==> src/include/dxa_smem_settings.svh <==
// Shared memory settings

`ifndef DXA_SMEM_SETTINGS_SVH
`define DXA_SMEM_SETTINGS_SVH

// Wide word size in bytes as seen by the copy engine
`define DXA_SMEM_WORD_BYTES 16

// Narrow word size in bytes as seen by the load/store unit
`define SMEM_WORD_BYTES 4

// Number of narrow words in the single shared-memory bank
`define SMEM_DEPTH 1024

// Request tag width, common to both ports
`define SMEM_TAG_W 4

// Narrow lanes per wide word
`define DXA_LANES 4

// Data widths in bits derived from the byte sizes
`define SMEM_DATA_W (`SMEM_WORD_BYTES * 8)
`define DXA_DATA_W (`DXA_SMEM_WORD_BYTES * 8)

`endif

==> src/verilog/dxa_smem_pkg.sv <==
// Shared memory types

`include "dxa_smem_settings.svh"

package dxa_smem_pkg;

    // One narrow word and its byte enables
    typedef logic [`SMEM_DATA_W-1:0] smem_data_t;
    typedef logic [`SMEM_WORD_BYTES-1:0] smem_byteen_t;

    // Narrow word address into the bank
    typedef logic [$clog2(`SMEM_DEPTH)-1:0] smem_addr_t;

    // One wide word and its byte enables
    typedef logic [`DXA_DATA_W-1:0] dxa_data_t;
    typedef logic [`DXA_SMEM_WORD_BYTES-1:0] dxa_byteen_t;

    // Wide line address, the narrow address without the lane bits
    typedef logic [$clog2(`SMEM_DEPTH)-$clog2(`DXA_LANES)-1:0] dxa_addr_t;

    // Selects one narrow lane inside a wide word
    typedef logic [$clog2(`DXA_LANES)-1:0] lane_idx_t;

    // Tag echoed back with every read response
    typedef logic [`SMEM_TAG_W-1:0] mem_tag_t;

    // Requester that issued a read, kept in order by the arbiter
    typedef enum logic {
        owner_dxa,
        owner_lsu
    } port_owner_e;

endpackage

==> src/verilog/dxa_smem_downsize.sv <==
// Wide to narrow request downsizer

`include "dxa_smem_settings.svh"

module dxa_smem_downsize import dxa_smem_pkg::*; (
    input  logic         clk,
    input  logic         reset,

    // Wide request from the copy engine
    input  logic         dxa_req_valid,
    input  logic         dxa_req_rw,
    input  dxa_addr_t    dxa_req_addr,
    input  dxa_byteen_t  dxa_req_byteen,
    input  dxa_data_t    dxa_req_data,
    input  mem_tag_t     dxa_req_tag,
    output logic         dxa_req_ready,

    // Wide response to the copy engine
    output logic         dxa_rsp_valid,
    output dxa_data_t    dxa_rsp_data,
    output mem_tag_t     dxa_rsp_tag,
    input  logic         dxa_rsp_ready,

    // Narrow request toward the arbiter
    output logic         ds_req_valid,
    output logic         ds_req_rw,
    output smem_addr_t   ds_req_addr,
    output smem_byteen_t ds_req_byteen,
    output smem_data_t   ds_req_data,
    output mem_tag_t     ds_req_tag,
    input  logic         ds_req_ready,

    // Narrow response from the arbiter
    input  logic         ds_rsp_valid,
    input  smem_data_t   ds_rsp_data,
    input  mem_tag_t     ds_rsp_tag,
    output logic         ds_rsp_ready
);

    smem_data_t   [`DXA_LANES-1:0] req_data_lanes;
    smem_byteen_t [`DXA_LANES-1:0] req_byteen_lanes;
    smem_data_t   [`DXA_LANES-1:0] rsp_data_lanes;
    logic         [`DXA_LANES-1:0] lane_active;
    lane_idx_t                     req_lane;
    lane_idx_t                     rsp_lane;
    logic                          rd_pending;
    logic                          rd_blocked;

    assign req_data_lanes   = dxa_req_data;
    assign req_byteen_lanes = dxa_req_byteen;

    // A lane is active when any of its byte enables is set
    always_comb begin
        for (int i = 0; i < `DXA_LANES; i++) begin
            lane_active[i] = |req_byteen_lanes[i];
        end
    end

    // Highest active lane wins, only one is expected per request
    always_comb begin
        req_lane = '0;
        for (int i = 0; i < `DXA_LANES; i++) begin
            if (lane_active[i]) begin
                req_lane = lane_idx_t'(i);
            end
        end
    end

    // A second read waits until the first one has returned
    assign rd_blocked = rd_pending && !dxa_req_rw;

    assign ds_req_valid  = dxa_req_valid && !rd_blocked;
    assign ds_req_rw     = dxa_req_rw;
    assign ds_req_addr   = {dxa_req_addr, req_lane};
    assign ds_req_byteen = req_byteen_lanes[req_lane];
    assign ds_req_data   = req_data_lanes[req_lane];
    assign ds_req_tag    = dxa_req_tag;
    assign dxa_req_ready = ds_req_ready && !rd_blocked;

    always_ff @(posedge clk) begin
        if (reset) begin
            rd_pending <= 1'b0;
        end else begin
            if (ds_rsp_valid && ds_rsp_ready) begin
                rd_pending <= 1'b0;
            end
            if (dxa_req_valid && dxa_req_ready && !dxa_req_rw) begin
                rd_pending <= 1'b1;
            end
        end
    end

    // Lane of the outstanding read
    always_ff @(posedge clk) begin
        if (dxa_req_valid && dxa_req_ready && !dxa_req_rw) begin
            rsp_lane <= req_lane;
        end
    end

    // Narrow data goes back into its lane, the others read as zero
    always_comb begin
        rsp_data_lanes = '0;
        rsp_data_lanes[rsp_lane] = ds_rsp_data;
    end

    assign dxa_rsp_valid = ds_rsp_valid;
    assign dxa_rsp_data  = rsp_data_lanes;
    assign dxa_rsp_tag   = ds_rsp_tag;
    assign ds_rsp_ready  = dxa_rsp_ready;

endmodule

==> config.mk <==
export PLATFORM = sky130hd
export DESIGN_NAME = dxa_smem_downsize
export DESIGN_NICKNAME = d
export VERILOG_FILES = /design/src/verilog/dxa_smem_pkg.sv /design/src/verilog/dxa_smem_downsize.sv
export VERILOG_INCLUDE_DIRS = /design/src /design/src/include
export SDC_FILE = /design/constraint.sdc
export NUM_CORES = 1
export LEC_CHECK = 0
export CORE_AREA = 2 2 150 152
export CTS_CLUSTER_DIAMETER = 30
export DETAILED_ROUTE_END_ITERATION = 16
export DIE_AREA = 0 0 152 154
export DONT_BUFFER_PORTS = 1
export GPL_ROUTABILITY_DRIVEN = 0
export SETUP_SLACK_MARGIN = 0.3
export SYNTH_ARGS = -nofsm -noshare
export SYNTH_HDL_FRONTEND = slang
export SYNTH_SLANG_ARGS = --single-unit
==> constraint.sdc <==
create_clock -name clk -period 2.6 [get_ports clk]
set_input_delay 0.52 -clock clk [delete_from_list [all_inputs] [get_ports clk]]
set_output_delay 0.52 -clock clk [all_outputs]
set_load 0.05 [all_outputs]
[After elaboration in Yosys (flattened, before gate mapping)]
Cells that the tools add are included.
Word-level totals
  register bits after elaboration: 3
  input bits: 199
  word-level logic and storage cells: 30
Operators by class
  order comparisons: 3
  muxes and demuxes: 11
  bitwise logic cells: 1
  reductions and logical operators: 13
Operators by type and width (count)
  128-bit bitwise AND: 1
  32-bit binary-select mux with 2-bit select: 1
  32-bit demux with 2-bit select: 1
  32-bit two-way mux: 2
  4-bit OR reduction: 3
  4-bit binary-select mux with 2-bit select: 1
  1-bit logical AND: 7
  2-bit by 3-bit less-than comparator with 1-bit output, second input constant: 2
  2-bit two-way mux: 2
  4-bit two-way mux: 1
  1-bit two-way mux: 3
  2-bit by 1-bit >= comparator with 1-bit output, second input constant: 1
  1-bit logical NOT: 2
  2-bit nonzero test: 1

[Logic depth before layout (Yosys ltp)]
  depth after elaboration: 7
  mapped depth: 6
  depth with buffers taken out: 3

[Worst setup path before layout]
OpenSTA, ideal clock, no wires.
  kind: in2out
  start: input dxa_req_byteen[8]
  end: output ds_req_addr[0]
  arrival time: 2.616 ns
  path slack: -0.536 ns
  stages on the path: 4
  path through: or4_1 -> clkbuf_1 -> clkbuf_1 -> o21ai_0
Between the ends
  cells in the longest elaborated chain, start to end: 3
RTL lines
  start: declaration: RTL line dxa_smem_downsize.sv:13  | input dxa_byteen_t dxa_req_byteen,
  4-bit OR reduction: RTL line dxa_smem_downsize.sv:55  | lane_active[i] = |req_byteen_lanes[i];
  2-bit two-way mux (2 in series): RTL line dxa_smem_downsize.sv:63  | if (lane_active[i]) begin
  end: declaration: RTL line dxa_smem_downsize.sv:27  | output smem_addr_t ds_req_addr,
Every way passes these cells.

[Final worst setup path]
  start: input dxa_req_byteen[12]
  end: output ds_req_data[23]
Between the ends
  cells in the longest elaborated chain, start to end: 4
RTL lines
  4-bit OR reduction: RTL line dxa_smem_downsize.sv:55
  2-bit two-way mux: RTL line dxa_smem_downsize.sv:63
  32-bit binary-select mux with 2-bit select: RTL line dxa_smem_downsize.sv:76  | assign ds_req_data = req_data_lanes[req_lane];
  32-bit two-way mux (implied by the code): RTL line dxa_smem_downsize.sv:76
  end: declaration: RTL line dxa_smem_downsize.sv:29  | output smem_data_t ds_req_data,
Every way passes these cells. The select of a mux whose other input is x is not followed.

==> impl_metrics.ini <==
[clocking]
clock_latency_ns = 0.22
cts_hold_buf = 0
cts-buffers-inserted = 3
clock_path_buffers = 2
cts_sinks = 3
cts_root_buf = clkbuf_16
clkTransAtPathRegs_ns = 0.03
ctsHtreeMaxLevel = 1
cts_tree = built

[placement]
dp_hpwl_um = 12400
io_buffers = 0
pre_cts_ws_ns = -0.0997

[die]
ios = 386
core_area_um2 = 21700
rows = 54
initial_utilization_pct = 10.4
die_area_um2 = 23400
dieWidth_um = 152
die_y_um = 154

[worst_setup_path]
worstPathCellList = or4_4, or2_4, buf_4, buf_6, o211ai_1, buf_4
crit_top_cell = buf_4
r2r-start = rd_pending
crit_type = in -> out
required_ns = 2.08
crit_arrival_ns = 2.02
crit_fanout = 6
reg2reg_to = rsp_lane[1]
cpMaxStageDelayCell = or4_4
ff2ff_path_depth = 1
endpoint_kind = primary output
crit_start = dxa_req_byteen[12]
crit_path_end = ds_req_data[23]
crit_path_start_kind = primary input
crit_path_max_incr_delay_ns = 0.52
r2r_slack_ns = 1.41

[logic_synthesis]
yosys-top-cells-area = and2_1 (27%), mux2i_1 (14%), o211ai_1 (9.3%)
synthAdderAreaFrac_pct = 0
synth-seq-cells = 3
synth-main-ff-cell = edfxtp_1
yosysUniqueCellTypes = 26
synth_edf_count = 2
synth.area.mux_share_pct = 14.1
netlist_instances = 343
synth_top_family_by_area = simple AND/OR/NAND/NOR gates
netlist_area_um2 = 2260
synth_top_area_cell = and2_1
synthXorXnorAreaFrac_pct = 0
synth-simple-area-share_pct = 53.8
yosysSeqAreaShare_pct = 3.54
async_flop_share_pct = 0
synth-compound-area-share_pct = 14.6
syn_avg_cell_area_um2 = 6.60
synth_top_cell_area_share_pct = 27.1
syn_nets = 542
yosys_warnings = 0

[global_routing]
grt.busiest_layer = met2
grtUsageMet1_pct = 13.0
grt_first_pass_wirelength_um = 20300
met2_usage_pct = 22.5
grt_max_degree = 38
grt_util_all_layers_pct = 11.5
use_met3_pct = 1.94
grt_overflow = 0
antenna_found_initial = 1
grt_pass1_vias = 3062

[timing]
setup_slack_ns = 0.0591
max_freq_mhz = 394
fin_crit_ns = 2.54
setup_tns_ns = 0
finClkSkew_ns = 0.00161
finalMaxSlewViolations = 0
worst_pin_slew_ns = 0.542
slew_headroom_pct = 63.4
setup_viol = 0
finalHoldViolCount = 0
post-route-period-util_pct = 97.7
fin_hold_ws_ns = 0.371
rsz0062_at_grt = true

[final_layout]
final_nets = 651
fillerInstances = 2287
drive_above_1_share_pct = 39.0
diodes = 0
syn2layout_area_growth_pct = 121

[route]
vias = 3135
firstDrtPassIters = 4
drc_errors = 0
routed_wirelength_um = 15000
ant_nets = 0
vias_per_cell = 4.29
avgRoutedWirePerCell_um = 20.5
drtIter0Drc = 122

[worst_hold_path]
min_from = reset
hold_class = in -> reg

[pwr]
p_leak_nw = 2.02
power.density_nw_per_um2 = 222
ir_drop_uv = 165

[flow_run]
maxCapViolations = 0

[status]
status = completed
==> state kept, by name, indices dropped and copies added, names as in the netlist <==
signal      flops
rd_pending      1
rsp_lane        2
==> kinds of logic (layout without fill, tap and decap cells) <==
family | after synthesis | count (layout)
AO/OA/AOI/OAI | 42 | 42
multiplexers | 32 | 32
flip-flops | 3 | 3
buffers and inverters | 56 | 164
AND/OR/NAND/NOR | 210 | 210
==> metal layers <==
| metal | up-vias | share of wire, % |
|---|---|---|
| li1 | 1393 | - |
| met1 | 1442 | 38 |
| met2 | 276 | 53 |
| met3 | 22 | 6.9 |
| met4 | 2 | 1.8 |
| met5 | - | 0.087 |
==> power breakdown <==
part / switching, mW / internal (mW) / total, mW / leakage, nW
combinational: 0.501 / 0.315 / 0.815 / 1.95
sequential: 0.00328 / 0.0528 / 0.0561 / 0.0271
clock: 0.0390 / 0.202 / 0.241 / 0.0382
==> placed cells by master, fill, tap and decap left out, types with 3 or more instances in the layout <==
master / synthesis / routed
mux2i_1: 32 / 31
buf_12: 0 / 106
inv_1: 4 / 4
and3_1: 32 / 32
o211ai_4: 0 / 4
and2_1: 98 / 98
nand2_1: 33 / 33
a21oi_1: 5 / 5
nand3_1: 32 / 32
clkbuf_16: 0 / 3
o211ai_1: 28 / 28
nor4b_1: 4 / 4
buf_4: 19 / 48
o32a_2: 0 / 3
==> worst max-delay path: cells and delay by family <==
| family | cells | cell delay (ns) |
|---|---|---|
| and+or+nand+nor | 2 | 0.83 |
| AOI/OAI and AO/OA | 1 | 0.17 |
| buffers and inverters | 3 | 0.50 |
==> worst min-delay path by stage <==
stage                 end  slack, ns  cells after the start
2_1_floorplan  rd_pending       0.48                      2
3_3_place_gp   rd_pending       0.49                      2
3_5_place_dp   rd_pending       0.51                      2
4_1_cts        rd_pending       0.37                      1
5_1_grt        rd_pending       0.37                      1
6_report       rd_pending       0.37                      1
==> synthesized netlist by cell type, types with 2 or more instances <==
cell      instances
inv_1             4
o211ai_2          4
clkbuf_1         25
or4_1             2
nor2b_1           2
buf_6             4
and3_1           32
a21oi_1           5
nand2_1          33
o32a_1            4
o211ai_1         28
buf_4            19
nor4b_1           4
and2_1           98
buf_2             4
nor2_1            2
nand3_1          32
edfxtp_1          2
mux2i_1          32
==> area by class of cell <==
cell class | count | area [µm²] | share of cell area [%]
Timing Repair Buffer | 156 | 2520 | 50.4
Sequential cell | 3 | 80.1 | 1.60
Tap cell | 280 | 350 | 7.00
Clock buffer | 4 | 78.8 | 1.58
Multi-Input combinational cell | 284 | 1960 | 39.1
Inverter | 4 | 15.0 | 0.300
==> stage by stage <==
| step | cells | power, mW | area (µm²) | util [%] |
|---|---|---|---|---|
| 2_1_floorplan | 343 | 0.627 | 2330 | - |
| 3_3_place_gp | 714 | 0.856 | 4760 | 21.9 |
| 3_5_place_dp | 714 | 0.864 | 4760 | 21.9 |
| 4_1_cts | 721 | 1.11 | 4900 | 22.6 |
| 5_1_grt | 731 | 1.15 | 5000 | 23.1 |
| 6_report | 731 | 1.11 | 5000 | 23.1 |
==> what timing repair did <==
action / in CTS / in global routing
cloned: 1 / 0
endpoints found under the setup margin: 37 / 37
pin swaps: 2 / 0
gates resized for setup: 5 / 2
buffers inserted: 2 / 10
Power figures use the tool's default switching activity.
