==> src/include/dxa_smem_settings.svh <==
// Shared memory settings

`ifndef DXA_SMEM_SETTINGS_SVH
`define DXA_SMEM_SETTINGS_SVH

// Wide word size in bytes as seen by the copy engine
`define DXA_SMEM_WORD_BYTES 16

// Narrow word size in bytes as seen by the load/store unit
`define SMEM_WORD_BYTES 4

// Number of narrow words in the single shared-memory bank
`define SMEM_DEPTH 1024

// Request tag width, common to both ports
`define SMEM_TAG_W 4

// Narrow lanes per wide word
`define DXA_LANES 4

// Data widths in bits derived from the byte sizes
`define SMEM_DATA_W (`SMEM_WORD_BYTES * 8)
`define DXA_DATA_W (`DXA_SMEM_WORD_BYTES * 8)

`endif

==> src/verilog/dxa_smem_pkg.sv <==
// Shared memory types

`include "dxa_smem_settings.svh"

package dxa_smem_pkg;

    // One narrow word and its byte enables
    typedef logic [`SMEM_DATA_W-1:0] smem_data_t;
    typedef logic [`SMEM_WORD_BYTES-1:0] smem_byteen_t;

    // Narrow word address into the bank
    typedef logic [$clog2(`SMEM_DEPTH)-1:0] smem_addr_t;

    // One wide word and its byte enables
    typedef logic [`DXA_DATA_W-1:0] dxa_data_t;
    typedef logic [`DXA_SMEM_WORD_BYTES-1:0] dxa_byteen_t;

    // Wide line address, the narrow address without the lane bits
    typedef logic [$clog2(`SMEM_DEPTH)-$clog2(`DXA_LANES)-1:0] dxa_addr_t;

    // Selects one narrow lane inside a wide word
    typedef logic [$clog2(`DXA_LANES)-1:0] lane_idx_t;

    // Tag echoed back with every read response
    typedef logic [`SMEM_TAG_W-1:0] mem_tag_t;

    // Requester that issued a read, kept in order by the arbiter
    typedef enum logic {
        owner_dxa,
        owner_lsu
    } port_owner_e;

endpackage

==> src/verilog/smem_arbiter.sv <==
// Two port round-robin arbiter

module smem_arbiter import dxa_smem_pkg::*; (
    input  logic         clk,
    input  logic         reset,

    // Downsized copy engine port
    input  logic         ds_req_valid,
    input  logic         ds_req_rw,
    input  smem_addr_t   ds_req_addr,
    input  smem_byteen_t ds_req_byteen,
    input  smem_data_t   ds_req_data,
    input  mem_tag_t     ds_req_tag,
    output logic         ds_req_ready,
    output logic         ds_rsp_valid,
    output smem_data_t   ds_rsp_data,
    output mem_tag_t     ds_rsp_tag,
    input  logic         ds_rsp_ready,

    // Load/store unit port
    input  logic         lsu_req_valid,
    input  logic         lsu_req_rw,
    input  smem_addr_t   lsu_req_addr,
    input  smem_byteen_t lsu_req_byteen,
    input  smem_data_t   lsu_req_data,
    input  mem_tag_t     lsu_req_tag,
    output logic         lsu_req_ready,
    output logic         lsu_rsp_valid,
    output smem_data_t   lsu_rsp_data,
    output mem_tag_t     lsu_rsp_tag,
    input  logic         lsu_rsp_ready,

    // Merged stream to the bank
    output logic         mem_req_valid,
    output logic         mem_req_rw,
    output smem_addr_t   mem_req_addr,
    output smem_byteen_t mem_req_byteen,
    output smem_data_t   mem_req_data,
    output mem_tag_t     mem_req_tag,
    input  logic         mem_req_ready,
    input  logic         mem_rsp_valid,
    input  smem_data_t   mem_rsp_data,
    input  mem_tag_t     mem_rsp_tag,
    output logic         mem_rsp_ready
);

    logic        prio_lsu;
    logic        grant_ds;
    logic        grant_lsu;
    logic        q_full;
    logic        req_fire;
    logic        push;
    logic        pop;
    port_owner_e owner_q [2];
    port_owner_e head_owner;
    logic        wr_ptr;
    logic        rd_ptr;
    logic [1:0]  q_count;

    // The port that won last has the lower priority on a tie
    assign grant_ds  = ds_req_valid && (!lsu_req_valid || !prio_lsu);
    assign grant_lsu = lsu_req_valid && (!ds_req_valid || prio_lsu);

    assign q_full        = (q_count == 2'd2);
    assign mem_req_valid = (ds_req_valid || lsu_req_valid) && !q_full;
    assign ds_req_ready  = mem_req_ready && grant_ds && !q_full;
    assign lsu_req_ready = mem_req_ready && grant_lsu && !q_full;

    assign mem_req_rw     = grant_lsu ? lsu_req_rw     : ds_req_rw;
    assign mem_req_addr   = grant_lsu ? lsu_req_addr   : ds_req_addr;
    assign mem_req_byteen = grant_lsu ? lsu_req_byteen : ds_req_byteen;
    assign mem_req_data   = grant_lsu ? lsu_req_data   : ds_req_data;
    assign mem_req_tag    = grant_lsu ? lsu_req_tag    : ds_req_tag;

    assign req_fire = mem_req_valid && mem_req_ready;
    assign push     = req_fire && !mem_req_rw;
    assign pop      = mem_rsp_valid && mem_rsp_ready;

    always_ff @(posedge clk) begin
        if (reset) begin
            prio_lsu <= 1'b0;
            wr_ptr   <= 1'b0;
            rd_ptr   <= 1'b0;
            q_count  <= '0;
        end else begin
            if (req_fire) begin
                prio_lsu <= grant_ds;
            end
            if (push) begin
                wr_ptr <= !wr_ptr;
            end
            if (pop) begin
                rd_ptr <= !rd_ptr;
            end
            if (push && !pop) begin
                q_count <= q_count + 2'd1;
            end else if (pop && !push) begin
                q_count <= q_count - 2'd1;
            end
        end
    end

    // Owners are recorded in the order the bank sees the reads
    always_ff @(posedge clk) begin
        if (push) begin
            owner_q[wr_ptr] <= grant_lsu ? owner_lsu : owner_dxa;
        end
    end

    assign head_owner = owner_q[rd_ptr];

    assign ds_rsp_valid  = mem_rsp_valid && (head_owner == owner_dxa);
    assign lsu_rsp_valid = mem_rsp_valid && (head_owner == owner_lsu);
    assign ds_rsp_data   = mem_rsp_data;
    assign ds_rsp_tag    = mem_rsp_tag;
    assign lsu_rsp_data  = mem_rsp_data;
    assign lsu_rsp_tag   = mem_rsp_tag;
    assign mem_rsp_ready = (head_owner == owner_lsu) ? lsu_rsp_ready : ds_rsp_ready;

endmodule

==> config.mk <==
export PLATFORM = sky130hd
export DESIGN_NAME = smem_arbiter
export DESIGN_NICKNAME = d
export VERILOG_FILES = /design/src/verilog/dxa_smem_pkg.sv /design/src/verilog/smem_arbiter.sv
export VERILOG_INCLUDE_DIRS = /design/src /design/src/include
export SDC_FILE = /design/constraint.sdc
export NUM_CORES = 1
export LEC_CHECK = 0
export BUFFER_PORTS_ARGS = -buffer_cell sky130_fd_sc_hd__buf_2
export CORE_AREA = 5 5 105 107
export CTS_BUF_LIST = sky130_fd_sc_hd__clkbuf_4
export CTS_CLUSTER_SIZE = 16
export DETAILED_ROUTE_END_ITERATION = 7
export DIE_AREA = 0 0 110 112
export HOLD_SLACK_MARGIN = 0.15
export PLACE_DENSITY = 0.52
export SYNTH_ARGS = -nofsm -noshare
export SYNTH_HDL_FRONTEND = slang
export SYNTH_SLANG_ARGS = --single-unit
==> constraint.sdc <==
create_clock -name clk -period 1.74 [get_ports clk]
set_input_delay 0.261 -clock clk [delete_from_list [all_inputs] [get_ports clk]]
set_output_delay 0.261 -clock clk [all_outputs]
set_load 0.05 [all_outputs]
# Yosys cells after proc, flatten, opt, wreduce, memory -nomap -nowiden
# Memories as Yosys holds them, arrays and structs flattened. A register that Yosys moved wholly into a read port is not among the register bits.
# Index checks and enable logic that the tools add are counted.
# totals
ff_bits	5
mem_bits_rw	2
n_memories	1
# classes
addsub	2
eq_ne	1
mux	13
n_bitwise	1
reduce_logical	27
# memory_table
memory	words	width	rd	rd_ports_with_merged_regs	write_ports	line_no	rtl
owner_q	2	1	1	1	1	smem_arbiter.sv:54	port_owner_e owner_q [2];
# ops
cell	n
two-way mux 32 bit	1
logical AND 1 bit	14
two-way mux 10 bit	1
logical NOT 1 bit	9
two-way mux 4 bit	2
two-way mux 1 bit	7
two-way mux 2 bit	2
logical OR 1 bit	3
adder 2 x 1 -> 2 bit (second input constant)	1
equality test 2 bit (second input constant)	1
nonzero test 2 bit	1
subtractor 2 x 1 -> 2 bit (second input constant)	1
NOT 1 bit	1

# Logic depth before layout (Yosys ltp)
# Gate-level depths: netlist of the first run.
# depth
ltp_word	10
ltp_mapped	7

# Worst setup path after synthesis of the first run
# No wires, ideal clock.
# synth_timing
kind	flip-flop to output port
start	reg prio_lsu
end	out lsu_req_ready
t_arrival_ns	1.792
required_time_ns	1.479
path_slack_ns	-0.313
path_stages_with_launch	4
path_cell_list	dfxtp_1 -> o21ai_2 -> buf_4 -> nor3_1
# synth_via
elab_chain_len	4
# synth_rtl
item	line_no	rtl
from (decl)	smem_arbiter.sv:47	logic prio_lsu;
from (signal assigned)	smem_arbiter.sv:87	prio_lsu <= grant_ds;
logical OR 1 bit	smem_arbiter.sv:62	assign grant_lsu = lsu_req_valid && (!ds_req_valid || prio_lsu);
logical AND 1 bit	smem_arbiter.sv:62	
logical AND 1 bit (2 in a row)	smem_arbiter.sv:67	assign lsu_req_ready = mem_req_ready && grant_lsu && !q_full;
to (decl)	smem_arbiter.sv:27	output logic lsu_req_ready,
# Every way passes these cells.

# Final worst setup path of the first run
# layout_timing
start	reg prio_lsu
end	out mem_req_addr[7]
# layout_via
elab_chain_len	3
# layout_rtl
item	line_no	rtl
logical OR 1 bit	smem_arbiter.sv:62	
logical AND 1 bit	smem_arbiter.sv:62	
two-way mux 10 bit	smem_arbiter.sv:70	assign mem_req_addr = grant_lsu ? lsu_req_addr : ds_req_addr;
to (decl)	smem_arbiter.sv:36	output smem_addr_t mem_req_addr,
# Every way passes these cells.

==> flow_metrics.tcl, run 1 <==
set metrics [dict create \
    ant_nets 0 \
    routedWlPerCell_um 16.3 \
    relSlewSlack 0.831 \
    tightest_slew_ns 0.253 \
    die_h_um 112 \
    grt_usage 0.103 \
    slowest_delay_ns 0.35 \
    grt_max_degree 12 \
    cts_buffers 3 \
    crit_buf_inv 4 \
    peakVddDrop_uv 196 \
    setup_slack_ns -0.138 \
    clockRootBuffer "clkbuf_4" \
    end_kind "output port" \
    numPortBuffers 166 \
    die_area_mm2 0.0123 \
    violations "negative setup slack" \
    tritoncts "done" \
    hpwl_mm 4.65 \
    cp_data_arrival_time_ns 1.62 \
    setup_viol 51 \
    coreArea_mm2 0.0100 \
    power_density_mw_per_mm2 593 \
    hp-class "in -> reg" \
    drtPass1Iterations 3 \
    outcome "finished, violations left" \
    startpoint_type "flop" \
    clkLatencyLatePin_ns 0.25 \
    fp.dieW_um 110 \
    drv_slew 0 \
    crit_family "buffers and inverters" \
    synthCells 178 \
    syn_area_per_cell_um2 8.96 \
    n_fill_cell 1063 \
    crit_type "reg -> out" \
    grt-ovfl-total 0 \
    clock-sinks 8 \
    grt_pass1_wl_mm 9.71 \
    io_pins 275 \
    finalWirelength_mm 6.98 \
    start_util 0.159 \
    clock_skew_ns 0.000966 \
    finalWeightedCongestion 0.744 \
    finalSetupTns_ns -5.46 \
    final_common_cell "buf_2" \
    first_iter_violations 19 \
    hold_viol_final 0 \
    yosysSeqAreaShare 0.113 \
    p_leak_nw 1.56 \
    critical_path.max_fanout 6 \
    path_cells "o21ai_4 -> buf_6 -> buf_12 -> buf_16 -> mux2_4 -> buf_8" \
    clockBufferDepth 2 \
    syn_area_mm2 0.00159 \
    design_area_mm2 0.00294 \
    synth_cell_types 26 \
    holdWs_ns 0.253 \
    min_period_ns 1.88 \
    clk_pin_slew_worst_paths_ns 0.06 \
    place_area_mm2 0.00210 \
    cap_violations 0 \
    syn2layout_area_growth_pct 84.2 \
    num_vias 1646 \
    antenna_found_initial 0 \
    fmax_mhz 533 \
    cp.required_ns 1.48 \
    utilization 0.292 \
    synth_nets 325 \
    rows 37 \
    synth_seq_cells 8 \
    power_mw 1.74 \
    layout-drive-gt1-share 0.838 \
    crit_slowest_cell "dfxtp_4" \
    rsz0062_at_grt "true" \
    nets 439 \
    finalCritPeriodShare 1.08 \
    final_cell_mix "buf_2 (113), buf_6 (50), mux2_4 (37)" \
    yosysWarnings 0 \
    ctsHtreeMaxLevel 1 \
    antenna_cells 0 \
    drc 0 \
    grt_pass1_vias 1811 \
    drt-vias-per-instance 3.85 \
]
-- cells by family after synthesis --
kind of cell             Yosys count  share of synthesized area
adder cells (fa/ha/maj)            1                    0.00785
flip-flops                         8                      0.113
XOR/XNOR                           2                     0.0110
buffers and inverters             84                      0.379
AO/OA/AOI/OAI                     10                     0.0400
multiplexers                      54                      0.385
AND/OR/NAND/NOR                   19                     0.0636
-- layer usage --
metal  GRT usage  wire, um  vias up
met5           0         0        -
met2       0.215      3990      136
li1            -         -      759
met3      0.0319       758       10
met1      0.0915      2170      741
met4      0.0208        63        0
-- stage by stage --
stage               cells  worst slack [ns]
floorplan             178           -0.0512
global placement      408           -0.0217
detailed placement    408           -0.0553
CTS                   425            -0.158
global route          427            -0.203
finish                427            -0.138
-- path summary, 6_finish.rpt --
kind	start	to	slack, ns	cells after the start
max	prio_lsu$_SDFFE_PP0P_	mem_req_addr[7]	-0.14	6
min	reset	q_count[1]$_SDFFE_PP0P_	0.25	2
max reg2reg	owner_q[0]$_DFFE_PP_	q_count[1]$_SDFFE_PP0P_	0	6
min reg2reg	q_count[1]$_SDFFE_PP0P_	q_count[1]$_SDFFE_PP0P_	0.53	2
-- final cells by class --
type                            instances  area, um^2  share of cell area
Sequential cell                         8         186              0.0635
Timing Repair Buffer                  186        1510               0.516
Tap cell                              136         170              0.0579
Inverter                                7        26.3             0.00895
Multi-Input combinational cell         86        1010               0.344
Clock buffer                            4        30.0              0.0102
-- report_power, final --
part	switching, mW	internal, mW
sequential	0.0159	0.215
combinational	0.729	0.614
clock	0.0652	0.103
-- cell usage after synthesis --
cell type  number  area, um^2
ha_1            1        12.5
dfxtp_1         6         120
mux2_4          1        15.0
edfxtp_1        2        60.1
buf_4          77         578
and2_1          3        18.8
o21ai_1         1        5.00
mux2_1         52         586
inv_1           5        18.8
a21oi_1         4        20.0
inv_2           2        7.51
o21ai_0         1        5.00
mux2i_2         1        13.8
nor2_1          5        18.8
nor3_1          2        10.0
nand2_1         1        3.75
nand2_2         1        6.26
nand4_1         1        6.26
a311oi_1        1        8.76
o21ai_2         1        8.76
and3_1          1        6.26
xor2_1          2        17.5
nor2b_1         4        25.0
o211ai_1        1        7.51
or3_1           1        6.26
a31o_1          1        8.76
-- timing repair --
| action | CTS | global route |
|---|---|---|
| resized for setup | 161 | 12 |
| pin swaps | 3 | 2 |
| setup endpoints to repair | 53 | 54 |
| hold buffers | 0 | 0 |
| buffers inserted | 8 | 2 |
| gates cloned | 6 | 1 |
| hold endpoints to repair | 0 | 0 |
Note: power is estimated with default switching activity, not from simulation.
==> run 2, diff against run 1 <==
SKIP_CTS_REPAIR_TIMING = 1   (was not set)
==> run 2 against run 1 <==
Compared with the run above: the run still ends with negative setup slack left; critical path type unchanged; clock power about the same; die area unchanged; combinational power decreased by 14%; critical path depth decreased by 1; sequential share of layout area increased by 0.89 points; non-clock buffer count decreased by 11; sequential power about the same.
==> flow_metrics.tcl, run 2 (same netlist as run 1, synthesis figures left out) <==
set metrics [dict create \
    fmax_mhz 539 \
    p_leak_nw 1.31 \
    seqCellArea_um2 184 \
    clock-sinks 8 \
    start_util 0.159 \
    finalWeightedCongestion 0.744 \
    power_density_mw_per_mm2 609 \
    crit_type "reg -> out" \
    startpoint_type "flop" \
    multiInputGateArea_um2 883 \
    grt_pass1_vias 1543 \
    n_fill_cell 1091 \
    hpwl_mm 4.65 \
    final_common_cell "buf_2" \
    design_area_mm2 0.00254 \
    min_period_ns 1.85 \
    cap_violations 0 \
    cts_buffers 3 \
    syn2layout_area_growth_pct 59.3 \
    drt-vias-per-instance 3.80 \
    end_kind "output port" \
    finalWirelength_mm 6.19 \
    clk_pin_slew_worst_paths_ns 0.05 \
    clock_skew_ns 0.00197 \
    cp_data_arrival_time_ns 1.59 \
    setup_viol 51 \
    rows 37 \
    die_h_um 112 \
    grt-ovfl-total 0 \
    tightest_slew_ns 0.291 \
    clockBufferDepth 2 \
    hp-class "in -> reg" \
    outcome "finished, violations left" \
    die_area_mm2 0.0123 \
    grt_usage 0.0724 \
    clkLatencyLatePin_ns 0.25 \
    numPortBuffers 166 \
    grt_max_degree 48 \
    tritoncts "done" \
    routedWlPerCell_um 14.9 \
    drc 0 \
    rsz0062_at_grt "true" \
    place_area_mm2 0.00210 \
    io_pins 275 \
    drtPass1Iterations 3 \
    grt_pass1_wl_mm 7.16 \
    clockRootBuffer "clkbuf_4" \
    ctsHtreeMaxLevel 1 \
    finalCritPeriodShare 1.07 \
    relSlewSlack 0.805 \
    nets 428 \
    first_iter_violations 11 \
    antenna_cells 0 \
    fp.dieW_um 110 \
    violations "negative setup slack" \
    peakVddDrop_uv 158 \
    layout-drive-gt1-share 0.757 \
    cp.required_ns 1.48 \
    ant_nets 0 \
    critical_path.max_fanout 12 \
    setup_slack_ns -0.114 \
    drv_slew 0 \
    final_cell_mix "buf_2 (114), buf_6 (40), mux2_1 (31)" \
    hold_viol_final 0 \
    antenna_found_initial 0 \
    power_mw 1.55 \
    coreArea_mm2 0.0100 \
    num_vias 1581 \
]
## run 2: cell count changes in the layout (fill, tap and decap cells not counted), sizes merged
cell / previous run / this run
buf: 185 / 173
clkbuf: 5 / 6
## run 2: per-stage QoR
step	TNS [ns]	setup slack (ns)	hold WS, ns	cells	utilization
final	-4.46	-0.114	0.264	416	0.253
after global routing	-8.17	-0.193	0.263	416	0.253
after CTS	-12.42	-0.304	0.254	412	0.212
after detailed placement	-0.336	-0.0553	0.502	408	0.209
after global placement	-0.0535	-0.0217	0.484	408	0.209
after floorplan	-0.0512	-0.0512	0.330	178	-
## run 2: final timing paths
kind	slack, ns	startpoint	depth (start not counted)	to
worst min register to register	0.51	q_count[1]$_SDFFE_PP0P_	2	q_count[1]$_SDFFE_PP0P_
worst max register to register	-0.04	owner_q[0]$_DFFE_PP_	6	q_count[1]$_SDFFE_PP0P_
worst max-delay path	-0.11	prio_lsu$_SDFFE_PP0P_	5	mem_req_data[21]
worst min-delay path	0.26	reset	2	prio_lsu$_SDFFE_PP0P_
## run 2: power breakdown
part	switching [mW]	leakage [nW]	internal [mW]
registers	0.0177	0.0691	0.216
clock network	0.0630	0.0184	0.103
logic	0.673	1.22	0.474
total	0.753	1.31	0.793
## run 2: worst max-delay path, stage by stage, from the launching register on
cell and delay [ns]:
dfxtp_2 0.35, o21ai_4 0.15, buf_12 0.15, clkbuf_16 0.18
mux2_1 0.35, buf_6 0.16
## run 2: area by class of cell
class	instances	share of cell area
well taps	136	0.0670
multi-input cells	86	0.348
repair buffers	175	0.491
inverters	7	0.0103
flip-flops and latches	8	0.0724
clock buffers	4	0.0118
## run 2: routing by layer
metal | vias to the layer above | wire [um] | GRT usage
met3 | 10 | 784 | 0.0267
met5 | - | 0 | 0
li1 | 735 | - | -
met1 | 694 | 1780 | 0.0567
met2 | 142 | 3580 | 0.158
met4 | 0 | 51 | 0.0141
==> run 3, diff against run 2 <==
--- a/config.mk
+++ b/config.mk
@@ -7,12 +7,14 @@
 export NUM_CORES = 1
 export LEC_CHECK = 0
+export ABC_AREA = 1
 export BUFFER_PORTS_ARGS = -buffer_cell sky130_fd_sc_hd__buf_2
-export CORE_AREA = 5 5 105 107
+export CAP_MARGIN = 30
+export CORE_AREA = 5 5 104 106
 export CTS_BUF_LIST = sky130_fd_sc_hd__clkbuf_4
 export CTS_CLUSTER_SIZE = 16
 export DETAILED_ROUTE_END_ITERATION = 7
-export DIE_AREA = 0 0 110 112
+export DIE_AREA = 0 0 109 111
 export HOLD_SLACK_MARGIN = 0.15
-export PLACE_DENSITY = 0.52
+export PLACE_DENSITY = 0.54
 export SKIP_CTS_REPAIR_TIMING = 1
 export SYNTH_ARGS = -nofsm -noshare
==> constraint.sdc (replaced) <==
create_clock -name clk -period 1.74 [get_ports clk]
set_input_delay 0.174 -clock clk [delete_from_list [all_inputs] [get_ports clk]]
set_output_delay 0.174 -clock clk [all_outputs]
set_load 0.05 [all_outputs]
==> run 3 against run 2 <==
Compared with the run above: the flow now finishes without violations; synthesized area up 2.4%; synthesized cell count grew 71%; clock skew about the same.
==> flow_metrics.tcl, run 3 <==
set metrics [dict create \
    synth_area_leaders "nand2_1 (38%), buf_4 (35%), dfxtp_1 (7.4%)" \
    grt_max_degree 36 \
    synth-edff-count 2 \
    outcome "completed" \
    synth_top_flop_cell "dfxtp_1" \
    min_from "ds_req_valid" \
    first_iter_violations 73 \
    nets 546 \
    cp.required_ns 1.57 \
    worstReg2RegStart "q_count[0]$_SDFFE_PP0P_" \
    cap_violations 0 \
    num_vias 1979 \
    ctsHtreeMaxLevel 1 \
    tightest_slew_ns 0.287 \
    finalCritPeriodShare 0.933 \
    clockRootBuffer "clkbuf_4" \
    yosysWarnings 0 \
    die_area_mm2 0.0121 \
    clk_pin_slew_worst_paths_ns 0.06 \
    synth_seq_cells 8 \
    syn_area_mm2 0.00163 \
    syn2layout_area_growth_pct 42.0 \
    stdcell_count 531 \
    design_area_mm2 0.00232 \
    drc 0 \
    fmax_mhz 616 \
    finalWirelength_mm 5.82 \
    ant_nets 0 \
    netlist_top_cells_count "nand2_1 (165), buf_4 (77), inv_1 (19), nand3_1 (7), nor2_1 (7)" \
    coreArea_mm2 0.00968 \
    drtPass1Iterations 4 \
    rows 36 \
    grt-ovfl-total 0 \
    power_mw 1.44 \
    fp.dieW_um 109 \
    grt_pass1_wl_mm 8.53 \
    final_cell_mix "nand2_1 (165), buf_2 (117), clkbuf_4 (24)" \
    hold_viol_final 0 \
    synth_cell_types 16 \
    synthArstFlopShare 0 \
    antenna_cells 0 \
    io_pins 275 \
    end_kind "output port" \
    place_area_mm2 0.00207 \
    setup_viol 0 \
    final_common_cell "nand2_1" \
    tritoncts "done" \
    holdWs_ns 0.228 \
    startpoint "prio_lsu$_SDFFE_PP0P_" \
    startpoint_type "flop" \
    cp_data_arrival_time_ns 1.45 \
    power_density_mw_per_mm2 622 \
    clock_skew_ns 0.00231 \
    drt-vias-per-instance 3.73 \
    finalWeightedCongestion 0.739 \
    crit_type "reg -> out" \
    place_inst 525 \
    grt_pass1_vias 1930 \
    synth_top_area_cell "nand2_1" \
    synth_nets 451 \
    rsz0062_at_grt "true" \
    synth_most_common_cell "nand2_1" \
    routedWlPerCell_um 11.0 \
    cts_buffers 3 \
    syn_area_per_cell_um2 5.37 \
    relSlewSlack 0.808 \
    hp-class "in -> reg" \
    synthCells 304 \
    drv_slew 0 \
    layout-drive-gt1-share 0.450 \
    yosysSeqAreaShare 0.110 \
    grt_usage 0.0842 \
    n_fill_cell 1101 \
    peakVddDrop_uv 247 \
    min_period_ns 1.62 \
    start_util 0.169 \
    p_leak_nw 1.47 \
    clockBufferDepth 2 \
    hpwl_mm 4.90 \
    antenna_found_initial 0 \
    yosysTopAreaCellShare 0.379 \
    die_h_um 111 \
    utilization 0.239 \
    critical_path.max_fanout 25 \
    clock-sinks 8 \
    numPortBuffers 166 \
    clkLatencyLatePin_ns 0.26 \
]
run 3: metrics by stage:
stage / setup TNS (ns) / setup WS, ns
after detailed placement: 0 / 0.198
final: 0 / 0.117
after floorplan: 0 / 0.230
after global placement: 0 / 0.210
after CTS: -1.11 / -0.102
after global routing: -0.00489 / -0.00489
run 3: routing by layer:
metal,GRT usage,vias up,wire length (um)
met2,0.166,117,3190
met1,0.0781,831,1930
met5,0,-,0
li1,-,1022,-
met3,0.0250,9,625
met4,0.0311,0,78
run 3: cells by family after synthesis:
family | Yosys count | share of synthesized area
and+or+nand+nor | 184 | 0.439
buffers and inverters | 102 | 0.415
AOI/OAI and AO/OA | 9 | 0.0276
DFF | 8 | 0.110
adders and majority gates | 1 | 0.00766
run 3: cell type report:
| class | count | area [um^2] | share of cell area |
|---|---|---|---|
| repair buffers | 172 | 1080 | 0.467 |
| multi-input cells | 194 | 779 | 0.336 |
| flip-flops and latches | 8 | 180 | 0.0777 |
| well taps | 133 | 166 | 0.0718 |
| inverters | 20 | 80.1 | 0.0345 |
| clock buffers | 4 | 30.0 | 0.0130 |
run 3: where the power goes:
part	switching, mW	total [mW]	leakage, nW	internal (mW)
logic	0.703	1.05	1.39	0.343
clock network	0.0715	0.175	0.0184	0.104
registers	0.0116	0.221	0.0681	0.209
run 3: final timing paths:
kind	endpoint	slack (ns)	cells after the start
max reg2reg	q_count[1]$_SDFFE_PP0P_	0.21	11
max	mem_req_addr[4]	0.12	8
min reg2reg	q_count[1]$_SDFFE_PP0P_	0.49	2
min	prio_lsu$_SDFFE_PP0P_	0.23	3
run 3: critical path, cell delays in order, from the launching register on:
cell	delay, ns
dfxtp_1	0.35
inv_1	0.05
nand2_1	0.11
nand2_4	0.09
clkinv_4	0.09
buf_12	0.15
nand2_1	0.06
nand2_1	0.05
clkbuf_4	0.22
